### src/hdl/seq_pkg.sv
package seq_pkg;

  // command fifo depth in entries
  localparam int CMD_FIFO_DEPTH = 8;
  // pointer and occupancy widths derived from the depth
  localparam int CMD_PTR_W = $clog2(CMD_FIFO_DEPTH);
  localparam int CMD_CNT_W = CMD_PTR_W + 1;

  // unit numbers, top two bits of the bus address
  localparam logic [1:0] UNIT_TIME = 2'd0;
  localparam logic [1:0] UNIT_ADC  = 2'd1;
  localparam logic [1:0] UNIT_DAC  = 2'd2;
  localparam logic [1:0] UNIT_XBAR = 2'd3;

  // register inside unit 0 that reloads the time base
  localparam logic [13:0] REG_TIME_LOAD = 14'd0;

  // scheduler fsm, one-hot
  localparam logic [3:0] ST_FETCH     = 4'b0001;
  localparam logic [3:0] ST_FIFO_WAIT = 4'b0010;
  localparam logic [3:0] ST_EXEC      = 4'b0100;
  localparam logic [3:0] ST_EXEC_WAIT = 4'b1000;

  // one 80-bit command word as pushed by the host
  typedef struct packed {
    logic [31:0] issue_time;
    logic [31:0] data;
    logic [15:0] addr;
  } sched_cmd_t;

  // decoded view of a bus address
  typedef struct packed {
    logic [1:0]  unit;
    logic [13:0] reg_sel;
  } bus_addr_fields_t;

  typedef union packed {
    logic [15:0]      raw;
    bus_addr_fields_t fields;
  } bus_addr_u;

  // internal bus, en and wr strobe for one cycle per command
  typedef struct packed {
    bus_addr_u   addr;
    logic [31:0] data;
    logic        en;
    logic        wr;
  } bus_req_t;

endpackage
### src/hdl/seq_top.sv
`timescale 1ns/100ps

module seq_top (
  input  logic                clk,
  input  logic                rst,
  input  logic                cmd_push,
  input  seq_pkg::sched_cmd_t cmd_in,
  output logic                cmd_full,
  output seq_pkg::bus_req_t   bus,
  output logic [31:0]         current_time,
  output logic [31:0]         adc_value,
  output logic [31:0]         dac_value,
  output logic [31:0]         xbar_value,
  output logic                adc_busy,
  output logic                dac_busy,
  output logic                xbar_busy
);

  logic                cmd_rd_en;
  seq_pkg::sched_cmd_t cmd_dout;
  logic                cmd_valid;
  logic                cmd_empty;
  logic                any_busy;

  // any busy unit stalls commands to units 1 to 3
  assign any_busy = adc_busy | dac_busy | xbar_busy;

  cmd_fifo u_cmd_fifo (
    .clk       (clk),
    .rst       (rst),
    .push      (cmd_push),
    .push_data (cmd_in),
    .full      (cmd_full),
    .rd_en     (cmd_rd_en),
    .dout      (cmd_dout),
    .valid     (cmd_valid),
    .empty     (cmd_empty)
  );

  scheduler u_scheduler (
    .clk          (clk),
    .rst          (rst),
    .current_time (current_time),
    .any_busy     (any_busy),
    .cmd_dout     (cmd_dout),
    .cmd_empty    (cmd_empty),
    .cmd_valid    (cmd_valid),
    .cmd_rd_en    (cmd_rd_en),
    .bus          (bus)
  );

  // unit 0
  time_base u_time_base (
    .clk          (clk),
    .rst          (rst),
    .bus          (bus),
    .current_time (current_time)
  );

  bus_unit #(.UNIT_ID(seq_pkg::UNIT_ADC)) u_adc (
    .clk   (clk),
    .rst   (rst),
    .bus   (bus),
    .value (adc_value),
    .busy  (adc_busy)
  );

  bus_unit #(.UNIT_ID(seq_pkg::UNIT_DAC)) u_dac (
    .clk   (clk),
    .rst   (rst),
    .bus   (bus),
    .value (dac_value),
    .busy  (dac_busy)
  );

  bus_unit #(.UNIT_ID(seq_pkg::UNIT_XBAR)) u_xbar (
    .clk   (clk),
    .rst   (rst),
    .bus   (bus),
    .value (xbar_value),
    .busy  (xbar_busy)
  );

endmodule

### src/hdl/bus_unit.sv
`timescale 1ns/100ps

module bus_unit #(
  parameter logic [1:0] UNIT_ID = seq_pkg::UNIT_ADC
) (
  input  logic              clk,
  input  logic              rst,
  input  seq_pkg::bus_req_t bus,
  output logic [31:0]       value,
  output logic              busy
);

  logic       hit;
  logic [7:0] busy_cnt;

  // any register of this unit takes the write
  assign hit = bus.en & bus.wr & (bus.addr.fields.unit == UNIT_ID);

  // latched write data
  always_ff @(posedge clk) begin
    if (hit) begin
      value <= bus.data;
    end
  end

  // busy period length comes from the low byte of the data
  always_ff @(posedge clk or posedge rst) begin
    if (rst) begin
      busy_cnt <= '0;
    end else if (hit) begin
      busy_cnt <= bus.data[7:0];
    end else if (busy_cnt != 8'd0) begin
      busy_cnt <= busy_cnt - 8'd1;
    end
  end

  // high for exactly data[7:0] cycles after the strobe
  assign busy = (busy_cnt != 8'd0);

endmodule

### src/hdl/scheduler.sv
`timescale 1ns/100ps

module scheduler (
  input  logic                clk,
  input  logic                rst,
  input  logic [31:0]         current_time,
  input  logic                any_busy,
  input  seq_pkg::sched_cmd_t cmd_dout,
  input  logic                cmd_empty,
  input  logic                cmd_valid,
  output logic                cmd_rd_en,
  output seq_pkg::bus_req_t   bus
);

  logic [3:0] state;
  logic [3:0] next_state;

  // command currently being issued
  seq_pkg::sched_cmd_t cmd_reg;
  seq_pkg::bus_addr_u  cmd_addr;

  logic load_cmd;
  logic issue;
  logic time_ok;
  logic busy_ok;

  assign cmd_addr.raw = cmd_reg.addr;

  // time zero means run at once, regardless of the time base
  assign time_ok = (cmd_reg.issue_time == 32'd0) | (cmd_reg.issue_time <= current_time);

  // time base writes bypass the busy gating
  assign busy_ok = ~any_busy | (cmd_addr.fields.unit == seq_pkg::UNIT_TIME);

  always_ff @(posedge clk or posedge rst) begin
    if (rst) begin
      state <= seq_pkg::ST_FETCH;
    end else begin
      state <= next_state;
    end
  end

  // next state and strobes, outputs are not registered
  always_comb begin
    next_state = state;
    cmd_rd_en  = 1'b0;
    load_cmd   = 1'b0;
    issue      = 1'b0;
    case (state)
      seq_pkg::ST_FETCH: begin
        // idle here while the fifo is empty
        if (!cmd_empty) begin
          cmd_rd_en  = 1'b1;
          next_state = seq_pkg::ST_FIFO_WAIT;
        end
      end
      seq_pkg::ST_FIFO_WAIT: begin
        if (cmd_valid) begin
          load_cmd   = 1'b1;
          next_state = seq_pkg::ST_EXEC;
        end
      end
      seq_pkg::ST_EXEC: begin
        // hold until the time has come and the units are free
        if (time_ok && busy_ok) begin
          issue      = 1'b1;
          next_state = seq_pkg::ST_EXEC_WAIT;
        end
      end
      seq_pkg::ST_EXEC_WAIT: begin
        // one spare cycle after the strobe
        next_state = seq_pkg::ST_FETCH;
      end
      default: begin
        // illegal one-hot code, recover to fetch
        next_state = seq_pkg::ST_FETCH;
      end
    endcase
  end

  // command register
  always_ff @(posedge clk or posedge rst) begin
    if (rst) begin
      cmd_reg <= '0;
    end else if (load_cmd) begin
      cmd_reg <= cmd_dout;
    end
  end

  // bus address and data straight from the command register
  always_comb begin
    bus.addr = cmd_addr;
    bus.data = cmd_reg.data;
    bus.en   = issue;
    bus.wr   = issue;
  end

endmodule

### src/hdl/time_base.sv
`timescale 1ns/100ps

module time_base (
  input  logic              clk,
  input  logic              rst,
  input  seq_pkg::bus_req_t bus,
  output logic [31:0]       current_time
);

  logic load;

  // unit 0 write to the load register replaces the increment
  assign load = bus.en & bus.wr
              & (bus.addr.fields.unit == seq_pkg::UNIT_TIME)
              & (bus.addr.fields.reg_sel == seq_pkg::REG_TIME_LOAD);

  always_ff @(posedge clk or posedge rst) begin
    if (rst) begin
      current_time <= '0;
    end else if (load) begin
      // loaded value shows up the cycle after the strobe
      current_time <= bus.data;
    end else begin
      // free running, wraps at 2^32
      current_time <= current_time + 32'd1;
    end
  end

endmodule

### src/hdl/cmd_fifo.sv
`timescale 1ns/100ps

module cmd_fifo (
  input  logic                clk,
  input  logic                rst,
  input  logic                push,
  input  seq_pkg::sched_cmd_t push_data,
  output logic                full,
  input  logic                rd_en,
  output seq_pkg::sched_cmd_t dout,
  output logic                valid,
  output logic                empty
);

  // command storage
  seq_pkg::sched_cmd_t mem [seq_pkg::CMD_FIFO_DEPTH];

  logic [seq_pkg::CMD_PTR_W-1:0] wr_ptr;
  logic [seq_pkg::CMD_PTR_W-1:0] rd_ptr;
  logic [seq_pkg::CMD_CNT_W-1:0] count;

  logic do_push;
  logic do_read;

  assign full  = (count == seq_pkg::CMD_CNT_W'(seq_pkg::CMD_FIFO_DEPTH));
  assign empty = (count == '0);

  // push on full and read on empty are dropped here
  assign do_push = push & ~full;
  assign do_read = rd_en & ~empty;

  always_ff @(posedge clk) begin
    if (do_push) begin
      mem[wr_ptr] <= push_data;
    end
  end

  // head entry registered out, valid follows rd_en by one cycle
  always_ff @(posedge clk) begin
    if (do_read) begin
      dout <= mem[rd_ptr];
    end
  end

  always_ff @(posedge clk or posedge rst) begin
    if (rst) begin
      wr_ptr <= '0;
      rd_ptr <= '0;
      count  <= '0;
      valid  <= 1'b0;
    end else begin
      valid <= do_read;
      if (do_push) begin
        wr_ptr <= wr_ptr + 1'b1;
      end
      if (do_read) begin
        rd_ptr <= rd_ptr + 1'b1;
      end
      // simultaneous push and read leaves the count unchanged
      if (do_push && !do_read) begin
        count <= count + 1'b1;
      end else if (do_read && !do_push) begin
        count <= count - 1'b1;
      end
    end
  end

endmodule

### config.mk
export PLATFORM = sky130hd
export DESIGN_NAME = seq_top
export DESIGN_NICKNAME = d
export VERILOG_FILES = /design/src/hdl/seq_pkg.sv /design/src/hdl/seq_top.sv /design/src/hdl/bus_unit.sv /design/src/hdl/scheduler.sv /design/src/hdl/time_base.sv /design/src/hdl/cmd_fifo.sv
export SDC_FILE = /design/constraint.sdc
export NUM_CORES = 1
export LEC_CHECK = 0
export BUFFER_PORTS_ARGS = -buffer_cell sky130_fd_sc_hd__buf_2
export CAP_MARGIN = 10
export CORE_ASPECT_RATIO = 1.4
export CORE_MARGIN = 5
export CORE_UTILIZATION = 45
export DETAILED_ROUTE_END_ITERATION = 10
export PLACE_DENSITY = 0.65
export SLEW_MARGIN = 20
export SYNTH_ARGS = -nofsm -noshare
export SYNTH_HDL_FRONTEND = slang
export SYNTH_HIERARCHICAL = 1
export SYNTH_SLANG_ARGS = --single-unit
### constraint.sdc
create_clock -name clk -period 7.9 [get_ports clk]
set_clock_uncertainty 0.15 [all_clocks]
set_input_delay 0 -clock clk [delete_from_list [all_inputs] [get_ports clk]]
set_output_delay 0 -clock clk [all_outputs]
set_load 0.02 [all_outputs]
==> Yosys cells after proc, flatten, opt, wreduce, memory -nomap -nowiden <==
Memory sizes are Yosys's and may differ from the RTL's. A register that Yosys moved wholly into a read port is not among the register bits.
Cells that the tools add are included.
{ "word_totals": {"elab_cells": 87, "inputBits": 83, "register_bits": 247, "mem_bits_rw": 640, "out_inout_bits": 182, "mem_count": 1} }
{ "op_classes": {"n_addsub": 8, "order_cmp": 1, "n_reduce_logical": 17, "n_mux": 21, "n_bitwise": 14, "eq_ne": 10} }
{ "mem_list": {"columns": ["name", "depth", "width", "rd", "rd_clocked_by_memory_dff", "write_ports", "line_no", "rtl"], "rows": [
  ["u_cmd_fifo.mem", 8, 80, 1, 1, 1, "cmd_fifo.sv:16", "seq_pkg::sched_cmd_t mem [seq_pkg::CMD_FIFO_DEPTH];"]
]} }
{ "ops": {"columns": ["operator", "n"], "rows": [
  ["$mux 8", 6],
  ["$add 32x1->32 const B", 1],
  ["$le 32x32->1", 1],
  ["$logic_not 32->1", 1],
  ["$mux 32", 1],
  ["$reduce_bool 8->1", 3],
  ["$sub 8x1->8 const B", 3],
  ["$mux 4", 5],
  ["$logic_not 14->1", 1],
  ["$pmux 4 s3", 1],
  ["$mux 1", 8],
  ["$reduce_bool 2->1", 4],
  ["$and 1x1->1", 7],
  ["$add 3x1->3 const B", 2],
  ["$add 4x1->4 const B", 1],
  ["$eq 2x2->1 const B", 2],
  ["$eq 4x1->1 const B", 1],
  ["$eq 4x2->1 const B", 1],
  ["$eq 4x3->1 const B", 1],
  ["$eq 4x4->1 const B", 1],
  ["$logic_not 4->1", 1],
  ["$ne 2x2->1 const B", 2],
  ["$or 1x1->1", 4],
  ["$sub 4x1->4 const B", 1],
  ["other kinds (7)", 12]
]} }

==> Logic depth before layout (Yosys ltp) <==
Gate-level depths: netlist (run 1).
{ "depth": {"word_depth": 11, "depth_mapped": 14, "mapped_depth_nobuf": 12} }

==> Hierarchy <==
Netlist (run 1), hierarchy kept.
{ "by_module_without_submodules": {"columns": ["module", "instances", "seq_area_each_um2", "cells_each", "area_per_inst_um2"], "rows": [
  ["cmd_fifo", 1, 21896.0, 1073, 27053.4],
  ["scheduler", 1, 2103.3, 536, 4430.5],
  ["bus_unit at u_adc ...", 2, 1161.1, 86, 1462.7],
  ["time_base", 1, 800.8, 205, 1928.1],
  ["bus_unit at u_xbar", 1, 1161.1, 86, 1460.2],
  ["seq_top", 1, 0.0, 1, 6.3]
]} }

==> Worst setup path before layout (run 1) <==
Ideal clock, no wire load.
{ "synth_path": {"kind": "register -> register", "start": "register u_cmd_fifo/count[0] (netlist bit)", "end": "memory u_cmd_fifo/mem[0][0] (netlist bit) (enable)", "slack_ps": 893, "t_arrival_ps": 6240, "synth_period_minus_slack_ps": 7007, "setup_time_ps": 616, "n_path_buf": 0, "t_required_ps": 7134, "stages_incl_launch_ff": 4, "cell_sequence": "dfrtp_1 or4b_1 nand3b_1 nor3_1"} }
{ "synth_via": {"elab_chain_len": 5} }
{ "synth_rtl": {"columns": ["element", "line_no", "rtl"], "rows": [
  ["from (decl)", "cmd_fifo.sv:20", "logic [seq_pkg::CMD_CNT_W-1:0] count;"],
  ["from (signal assigned)", "cmd_fifo.sv:61", "count <= count + 1'b1;"],
  ["from (signal assigned)", "cmd_fifo.sv:63", "count <= count - 1'b1;"],
  ["$eq 4x4->1", "cmd_fifo.sv:25", "assign full = (count == seq_pkg::CMD_CNT_W'(seq_pkg::CMD_FIFO_DEPTH));"],
  ["$not 1->1", "cmd_fifo.sv:29", "assign do_push = push & ~full;"],
  ["$and 1x1->1", "cmd_fifo.sv:29", null],
  ["$mux 1", "cmd_fifo.sv:33", "if (do_push) begin"],
  ["$mux 1 (implied by the code)", "cmd_fifo.sv:34", "mem[wr_ptr] <= push_data;"],
  ["to (decl)", "cmd_fifo.sv:16", null]
]} }
No other way between the ends.

==> Worst setup path after layout (run 1) <==
{ "layout_path": {"start": "register u_time_base.current_time[11]", "end": "register u_time_base.current_time[31]"} }
{ "layout_via": {"elab_chain_len": 8, "elab_cells_between_ends": 9, "cone_classes": "add/sub (1); order compare (1); mux (3); bitwise (3); reduce/logical (1)"} }
{ "layout_rtl": {"columns": ["element", "line_no", "rtl"], "rows": [
  ["from (decl)", "time_base.sv:7", "output logic [31:0] current_time"],
  ["from (signal assigned)", "time_base.sv:22", "current_time <= bus.data;"],
  ["from (signal assigned)", "time_base.sv:25", "current_time <= current_time + 32'd1;"],
  ["$le 32x32->1", "scheduler.sv:30", "assign time_ok = (cmd_reg.issue_time == 32'd0) | (cmd_reg.issue_time <= current_time);"],
  ["$or 1x1->1", "scheduler.sv:30", null],
  ["$logic_and 1x1->1", "scheduler.sv:65", "if (time_ok && busy_ok) begin"],
  ["$mux 1", "scheduler.sv:65", null],
  ["$mux 1", "scheduler.sv:49", "case (state)"],
  ["$and 1x1->1", "time_base.sv:14", "& (bus.addr.fields.unit == seq_pkg::UNIT_TIME)"],
  ["$and 1x1->1", "time_base.sv:15", "& (bus.addr.fields.reg_sel == seq_pkg::REG_TIME_LOAD);"],
  ["$mux 32 *", "time_base.sv:20", "end else if (load) begin"]
]} }
Every way passes the cells marked *; elsewhere a longest branch is shown, timed or not.
A chain may end at the register's enable or synchronous reset.

==> run metrics, run 1 <==
crit-path max FO 60; Hold Crit Class in -> reg; Initial Util 45.4%; max capacitance violation total 0; async set-reset flop share out of synthesis 15.6%; die area 90000 µm²; top-area cell type share of the netlist area 64.8%; slowest CP cell buf_4; height of the die 353 µm; Synth cell types 63; detailed-route vias per instance 5.44; via count 19661; layout cells sized above 1 28.6%; startpoint types flop; crit-path cells inv_1 -> ha_1 -> nand4_1 -> nor2_2 -> a221o_1 -> or3_1 -> nand3_1 -> and4_1 -> nand3_1 -> nor3_4 -> buf_4 -> mux2_2; nets@finish 2584; Mapped Area 37800 µm²; Critical Path AT 4430 ps; Syn Inst Count 2073; Post-synth top flop edfxtp_1; sequential share of the synthesized area 74.8%; synth-to-layout area growth 16.9%; CP delay by family, top simple AND/OR/NAND/NOR gates; HPWL Detailed 54700 µm; worst path bufs/invs 2; core area 83200 µm²; GR Util All Layers 19.5%; CTS tree done; crit end category flop; TNS Setup 0 ps; period utilisation layout 51.2%; drt initial violations 1558; max reg flops 640; Final Routed Wirelength 88600 µm; main area contributors after synthesis edfxtp_1, dfrtp_1, mux4_2, nand2_1, mux2_2; RSZ-0062 raised after global routing false; max_slew headroom 30.8%; Post CTS Setup Buffer Count 0; I/O Pins 265; Num CTS Buffers 89; slowest stage delay, CP 520 ps; Synthesized Nets 2201; total power 16.0 mW; Routability Congestion 0.868; drt pass-1 iters 5; Least-Margin Pin Slew 1040 ps; CTS Buffer Depth 3; vias in the first global route 20691; dpl ws 3900 ps; power per cell area 361 nW/µm²; Yosys reg bits 967; CTS root buf clkbuf_16; final antenna-violating net count 0; most frequent cells after synthesis edfxtp_1, nand2_1, mux4_2, dfrtp_1, mux2_2; global-route wire length before repair 132000 µm; clk sinks 967; Finished Cell Area 44200 µm²; DIE WIDTH 255 µm; dominant cell by count in the synthesized netlist edfxtp_1; Synth area leader edfxtp_1; initial antenna violation count 10; Rows 125; count of final hold-check violations 0; yosys warns 6; kind of critical path reg -> reg; WL per Instance 24.5 µm; Static Leak 15.7 nW; CP required 8280 ps; Area after DPL 40000 µm²; crit-path most repeated cell nand3_1; worst skew pair latency 660 ps; fmax 247 MHz; min cycle time layout 4050 ps; Largest regs u_cmd_fifo/mem: 640 flops, u_cmd_fifo/dout: 80 flops; DRC Markers 0; setup violators final 0; total gr overflow 0; maximum vdd ir drop 215 µV; Post-Syn Area per Cell 18.2 µm²; fin worst setup slack 3850 ps; H-tree levels 3; outcome finished clean; IO buf count 264; number of synthesized flops with an enable pin 816; pin count of the biggest net entering global routing 70; register name with the most flops u_cmd_fifo/mem; max-slew violations 0; CTS clk-pin slew, worst paths 60 ps
==> kinds of logic after synthesis <==
family                     count (synthesis)  share of synthesized area [%]
DFF                                      967                           74.8
and+or+nand+nor                          490                           6.18
muxes                                    254                           12.3
buffers and inverters                    175                           2.51
AOI/OAI and AO/OA                         91                           1.49
xor gates and xnor gates                  51                           1.18
adders and majority gates                 45                           1.51
==> timing repair <==
item / in CTS / in global routing
hold buffers: 116 / 0
gates resized for setup: 0 / 0
endpoints found under the hold margin: 796 / 0
==> path summary, 6_finish.rpt <==
check | end | startpoint | cells after the start | slack (ps)
max reg2reg | u_time_base/current_time[31] | u_time_base/current_time[11] | 12 | 3850
max | u_time_base/current_time[31] | u_time_base/current_time[11] | 12 | 3850
max in group asynchronous | u_scheduler/bus[16] | rst | 5 | 5770
min | u_cmd_fifo/mem[1][5] | cmd_in[5] | 2 | 30
min reg2reg | u_scheduler/bus[7] | u_cmd_fifo/dout[21] | 2 | 290
min in group asynchronous | u_scheduler/bus[11] | rst | 4 | 520
==> stage by stage <==
step	util [%]	instances	hold WS (ps)
6_report	53.1	3614	34.9
3_3_place_gp	48.1	3328	-79.5
5_1_grt	53.1	3613	31.5
4_1_cts	53.1	3611	0.493
2_1_floorplan	-	2073	-334
3_5_place_dp	48.1	3328	-71.7
==> final cells by class <==
class / count / area (µm²)
fillers: 6615 / 39000
flip-flops and latches: 967 / 28300
multi-input cells: 931 / 8630
repair buffers: 411 / 2720
clock buffers: 116 / 2430
well taps: 1079 / 1350
clock inverters: 51 / 539
inverters: 56 / 214
diodes: 3 / 7.51
==> power breakdown <==
group,switching [mW],leakage [nW],internal (mW),total [mW]
combinational,2.06,5.00,1.74,3.80
sequential,0.957,9.29,6.86,7.82
clock,1.86,1.45,2.49,4.34
total,4.88,15.7,11.1,16.0
==> routing by layer <==
metal	track usage, %	up-vias	part of all wire (%)
li1	-	8714	-
met1	25.5	10193	40
met2	34.1	627	52
met3	3.04	121	5.9
met4	5.56	6	2.2
met5	0	-	0.038
==> cell usage in the layout, fill, tap and decap left out, drive strengths merged, types with 4 or more instances in the layout <==
cell type | netlist | final
a31oi | 4 | 4
and3 | 5 | 5
mux4 | 160 | 160
clkinv | 3 | 34
xor2 | 24 | 24
nand4 | 22 | 22
clkinvlp | 0 | 6
nand3 | 30 | 30
a2111oi | 4 | 4
mux2 | 87 | 87
o21ai | 49 | 49
dlygate4sd3 | 0 | 116
clkbuf | 33 | 116
xnor2 | 27 | 27
a21oi | 21 | 21
nor2 | 28 | 28
dfrtp | 150 | 150
ha | 44 | 44
nor4 | 27 | 27
nand2 | 332 | 332
and4 | 5 | 5
bufinv | 0 | 9
inv | 53 | 58
nor3 | 15 | 15
edfxtp | 816 | 816
mux2i | 7 | 7
buf | 86 | 295
Note: power is estimated with default switching activity, not from simulation.
==> run 2, diff against run 1 <==
==> constraint.sdc (replaced) <==
create_clock -name clk -period 3.9 [get_ports clk]
set_clock_uncertainty 0.15 [all_clocks]
set_input_delay 0 -clock clk [delete_from_list [all_inputs] [get_ports clk]]
set_output_delay 0 -clock clk [all_outputs]
set_load 0.02 [all_outputs]
==> run 2 against run 1 <==
Net effect:
- final cell count grew 0.66%
- global-route usage shrank 0.084 points
- worst setup slack lost 3600 ps
- clock power grew 110%
- count of clock-buffer cells in the layout grew 6
- critical path depth shrank 1
- combinational power grew 110%
- sequential power grew 100%
- sequential share of layout area shrank 0.95 points
- first-iteration DRC count shrank 10%
- flip-flop and latch count is the same
- utilization grew 0.80 points
==> run metrics, run 2 (synthesized netlist as in run 1, its figures left out) <==
fmax 276 MHz; register name with the most flops u_cmd_fifo/mem; CTS Buffer Depth 3; max capacitance violation total 0; cts hold-fix bufs 111; HPWL Detailed 56100 µm; DRC Markers 0; Finished Cell Area 44900 µm²; Static Leak 16.0 nW; WL per Instance 24.1 µm; count of final hold-check violations 0; detailed-route vias per instance 5.40; Largest regs u_cmd_fifo/mem: 640 flops, u_cmd_fifo/dout: 80 flops; Routability Congestion 0.902; crit-path cells inv_1 -> ha_1 -> nor3b_2 -> nand2_2 -> or3_1 -> o21ai_0 -> and4_1 -> nand3_1 -> nor3_4 -> buf_4 -> o21ai_0; DIE WIDTH 255 µm; gr busiest metal met2; Initial Util 45.4%; synth-to-layout area growth 18.7%; IO buf count 264; grt met3 use 3.85%; max_slew headroom 37.4%; kind of critical path reg -> reg; crit-path most repeated cell o21ai_0; drt pass-1 iters 5; Final Routed Wirelength 87800 µm; Area after DPL 40600 µm²; CP delay by family, top simple AND/OR/NAND/NOR gates; dpl ws 361 ps; H-tree levels 3; power per cell area 735 nW/µm²; startpoint types flop; CTS resizes 0; most common cell after layout, fill and taps aside edfxtp_1; fin worst setup slack 279 ps; TNS Setup 0 ps; via count 19660; period utilisation layout 92.9%; worst path bufs/invs 2; crit end category flop; grt met1 use 25.2%; I/O Pins 265; GR Util All Layers 19.4%; CTS tree done; Num CTS Buffers 88; slowest stage delay, CP 430 ps; setup violators final 0; CTS clk-pin slew, worst paths 70 ps; Hold Crit Class in -> reg; nets@finish 2606; slowest CP cell dfrtp_1; RSZ-0062 raised after global routing false; global-route wire length before repair 132000 µm; height of the die 353 µm; crit-path max FO 36; vias in the first global route 20745; CTS root buf clkbuf_16; final hold slack 30.1 ps; die area 90000 µm²; clk sinks 967; min cycle time layout 3620 ps; Fillers 6475; pin count of the biggest net entering global routing 81; outcome finished clean; maximum vdd ir drop 487 µV; drt initial violations 1397; most frequent cells in the layout edfxtp_1, nand2_1, buf_2; Critical Path AT 3980 ps; Rows 125; final antenna-violating net count 0; max reg flops 640; Least-Margin Pin Slew 930 ps; layout cells sized above 1 29.7%; core area 83200 µm²; initial antenna violation count 13; total gr overflow 0; CP required 4260 ps; worst skew pair latency 650 ps; Post CTS Setup Buffer Count 0; max-slew violations 0; routing usage on met2 33.1%
## run 2: cell types whose count changed in the layout (fill, tap and decap cells not counted), moves of 4 or more
cell / change
dlygate4sd3_1: -5
clkinv_1: -5
bufinv_16: +4
clkbuf_8: +8
buf_12: +26
## run 2: final cells by class
type                    count  area (µm²)  share of cell area (%)
diodes                      6        15.0                  0.0335
clock buffers             122        2530                    5.65
well taps                1079        1350                    3.01
clock inverters            43         603                    1.34
inverters                  56         214                   0.477
multi-input cells         931        8650                    19.3
repair buffers            434        3200                    7.14
flip-flops and latches    967       28300                    63.1
## run 2: report_power, final
part / internal (mW) / switching (mW)
Clock: 5.45 / 3.73
Combinational: 3.76 / 4.32
Sequential: 13.9 / 1.85
## run 2: metal layers
metal	share of wire, %	routed length, µm
met2	51	44800
met1	40	34900
met5	0.063	55
met3	6.3	5570
met4	2.9	2570
## run 2: worst paths after layout
check	start	depth (start not counted)	slack, ps	to
min reg2reg	u_cmd_fifo/dout[70]	2	290	u_scheduler/cmd_reg[70]
max in group asynchronous	rst	6	2040	u_time_base/current_time[14]
max	u_dac/busy_cnt[0]	11	280	u_time_base/current_time[4]
min	cmd_in[54]	2	30	u_cmd_fifo/mem[3][54]
min in group asynchronous	rst	4	530	u_scheduler/bus[29]
max reg2reg	u_dac/busy_cnt[0]	11	280	u_time_base/current_time[4]
## run 2: per-stage QoR
step / power [mW] / util, % / cells
2_1_floorplan: 21.2 / - / 2073
3_3_place_gp: 23.8 / 48.8 / 3356
3_5_place_dp: 24.0 / 48.8 / 3356
4_1_cts: 33.3 / 53.9 / 3632
5_1_grt: 34.5 / 53.9 / 3637
6_report: 33.0 / 53.9 / 3638
==> run 3, diff against run 2 <==
--- a/config.mk
+++ b/config.mk
@@ -15,5 +15,4 @@
 export SLEW_MARGIN = 20
 export SYNTH_ARGS = -nofsm -noshare
 export SYNTH_HDL_FRONTEND = slang
-export SYNTH_HIERARCHICAL = 1
 export SYNTH_SLANG_ARGS = --single-unit
==> constraint.sdc (replaced) <==
create_clock -name clk -period 3.8 [get_ports clk]
set_clock_uncertainty 0.15 [all_clocks]
set_input_delay 0 -clock clk [delete_from_list [all_inputs] [get_ports clk]]
set_output_delay 0 -clock clk [all_outputs]
set_load 0.02 [all_outputs]
==> run 3 against run 2 <==
Net effect:
- utilization shrank 0.24 points
- sequential share of layout area rose by 0.67 points
- worst hold slack worse by 12 ps
- cell area is 1.0% lower
- power increased by 2.1%
- clock power grew 0.9%
- synthesized cell count shrank 13%
==> run metrics, run 3 <==
power per cell area 758 nW/µm²; worst skew pair latency 670 ps; dpl ws 536 ps; yosys warns 0; DRC Markers 0; synth-to-layout area growth 18.8%; Metal-1 WL 33200 µm; Hold Crit Class in -> reg; pin count of the biggest net entering global routing 69; nets@finish 2328; CTS tree done; register name with the most flops u_cmd_fifo.mem; Num CTS Buffers 89; max_slew headroom 42.4%; Syn Inst Count 1797; Largest regs u_cmd_fifo.mem: 640 flops, u_cmd_fifo.dout: 80 flops; Post CTS Setup Buffer Count 0; CTS root buf clkbuf_16; total power 33.7 mW; CTS clk-pin slew, worst paths 70 ps; Critical Path AT 3230 ps; H-tree levels 3; count of final hold-check violations 0; setup violators final 0; crit-path max FO 7; DIE WIDTH 254 µm; number of synthesized flops with an enable pin 816; period utilisation layout 88.9%; Static Leak 15.6 nW; via count 18072; Mapped Area 37400 µm²; layout cells sized above 1 37.5%; global-route wire length before repair 124000 µm; async set-reset flop share out of synthesis 15.6%; most frequent cells in the layout edfxtp_1, buf_2, mux2_2; final antenna-violating net count 0; die area 89000 µm²; most common cell after layout, fill and taps aside edfxtp_1; total gr overflow 0; RSZ-0062 raised after global routing false; top-area cell type share of the netlist area 65.6%; Rows 125; dominant cell by count in the synthesized netlist edfxtp_1; I/O Pins 265; Routability Congestion 0.809; WL per Instance 24.7 µm; Synth cell types 51; CP required 3650 ps; core area 82700 µm²; vias in the first global route 19194; Finished Cell Area 44400 µm²; outcome finished clean; maximum vdd ir drop 468 µV; HPWL Detailed 51800 µm; max capacitance violation total 0; detailed-route vias per instance 5.37; clk sinks 967; Post-Syn Area per Cell 20.8 µm²; drt pass-1 iters 5; Post-synth top flop edfxtp_1; max-slew violations 0; height of the die 351 µm; main area contributors after synthesis edfxtp_1, dfrtp_1, mux4_2, mux2_2, ha_1; fmax 296 MHz; Synth area leader edfxtp_1; max reg flops 640; drt initial violations 1306; CTS Buffer Depth 3; GR Util All Layers 18.7%; Least-Margin Pin Slew 862 ps; Area after DPL 40200 µm²; crit end category output pin; Initial Util 45.2%; met2 wire len 43400 µm; Yosys reg bits 967; min cycle time layout 3380 ps; Synthesized Nets 1922; IO buf count 264; routed wl met3 4710 µm; Top Metal Used met5; startpoint types flop; fin worst setup slack 421 ps; kind of critical path reg -> out; Final Routed Wirelength 83200 µm; initial antenna violation count 14; sequential share of the synthesized area 75.7%; most frequent cells after synthesis edfxtp_1, mux2_2, mux4_2, dfrtp_1, buf_4
==> run 3: cell count changes in the layout (fill, tap and decap cells not counted), moves of 14 or more <==
| cell | previous run | this run |
|---|---|---|
| nand2_1 | 327 | 27 |
| o21ai_0 | 31 | 7 |
| o21ai_1 | 14 | 0 |
| xor2_1 | 24 | 8 |
| mux2_2 | 85 | 169 |
| mux2_4 | 0 | 29 |
| xnor2_1 | 27 | 45 |
==> run 3: cells by family after synthesis <==
| kind of cell | count (synthesis) | share of synthesized area [%] |
|---|---|---|
| flops | 967 | 75.7 |
| mux | 362 | 16.0 |
| simple gates | 159 | 2.36 |
| buf+inv | 158 | 2.26 |
| compound gates | 56 | 1.04 |
| xor+xnor | 53 | 1.24 |
| fa+ha+maj | 42 | 1.43 |
==> run 3: worst paths after layout <==
path                                             startpoint                          end  slack, ps  depth (start not counted)
worst max-delay path            u_time_base.current_time[1]                       bus[0]        420                          9
worst min-delay path                              cmd_in[2]         u_cmd_fifo.mem[2][2]         20                          2
worst max register to register  u_time_base.current_time[1]  u_time_base.current_time[1]        490                         10
worst min register to register          u_cmd_fifo.dout[52]      u_scheduler.cmd_reg[52]        320                          1
max in group asynchronous                               rst         u_cmd_fifo.rd_ptr[2]       2020                          5
min in group asynchronous                               rst          u_cmd_fifo.count[0]        500                          4
==> run 3: power by group <==
part           internal [mW]  switching, mW  leakage, nW
combinational           4.16           4.20         4.85
clock                   5.36           3.89         1.48
sequential              14.3           1.78         9.28
total                   23.8           9.87         15.6
==> run 3: final cells by class <==
cell class / instances / area (µm²)
Sequential cell: 967 / 28300
Antenna cell: 5 / 12.5
Clock inverter: 56 / 702
Multi-Input combinational cell: 672 / 8400
Fill cell: 6318 / 38300
Clock buffer: 112 / 2360
Inverter: 47 / 183
Tap cell: 1079 / 1350
Timing Repair Buffer: 426 / 3090
==> run 3: through the flow <==
step	std cells	util, %	hold WS [ps]	setup TNS, ps
2_1_floorplan	1797	-	-51.1	-8310
3_3_place_gp	3082	48.6	88.0	0
3_5_place_dp	3082	48.6	78.0	0
4_1_cts	3359	53.7	0.931	0
5_1_grt	3361	53.7	23.4	0
6_report	3364	53.7	17.8	0
==> run 3: critical path: stages (launching register included) <==
cell and delay, ps:
dfrtp_1 450, inv_1 70, ha_1 300, nor2b_1 160
o211ai_1 100, a2111oi_0 500, o31a_1 210, o21a_1 410
nor3_1 170, buf_2 200
==> run 3: timing repair <==
item	4_1_cts	5_1_grt
hold buffers	109	0
gates resized for setup	0	0
hold endpoints to repair	782	0
==> run 3: routing by layer <==
layer,global-route usage (%),up-vias
met5,0,-
met4,5.38,6
met3,3.15,111
met2,32.6,470
met1,24.5,9505
li1,-,7980
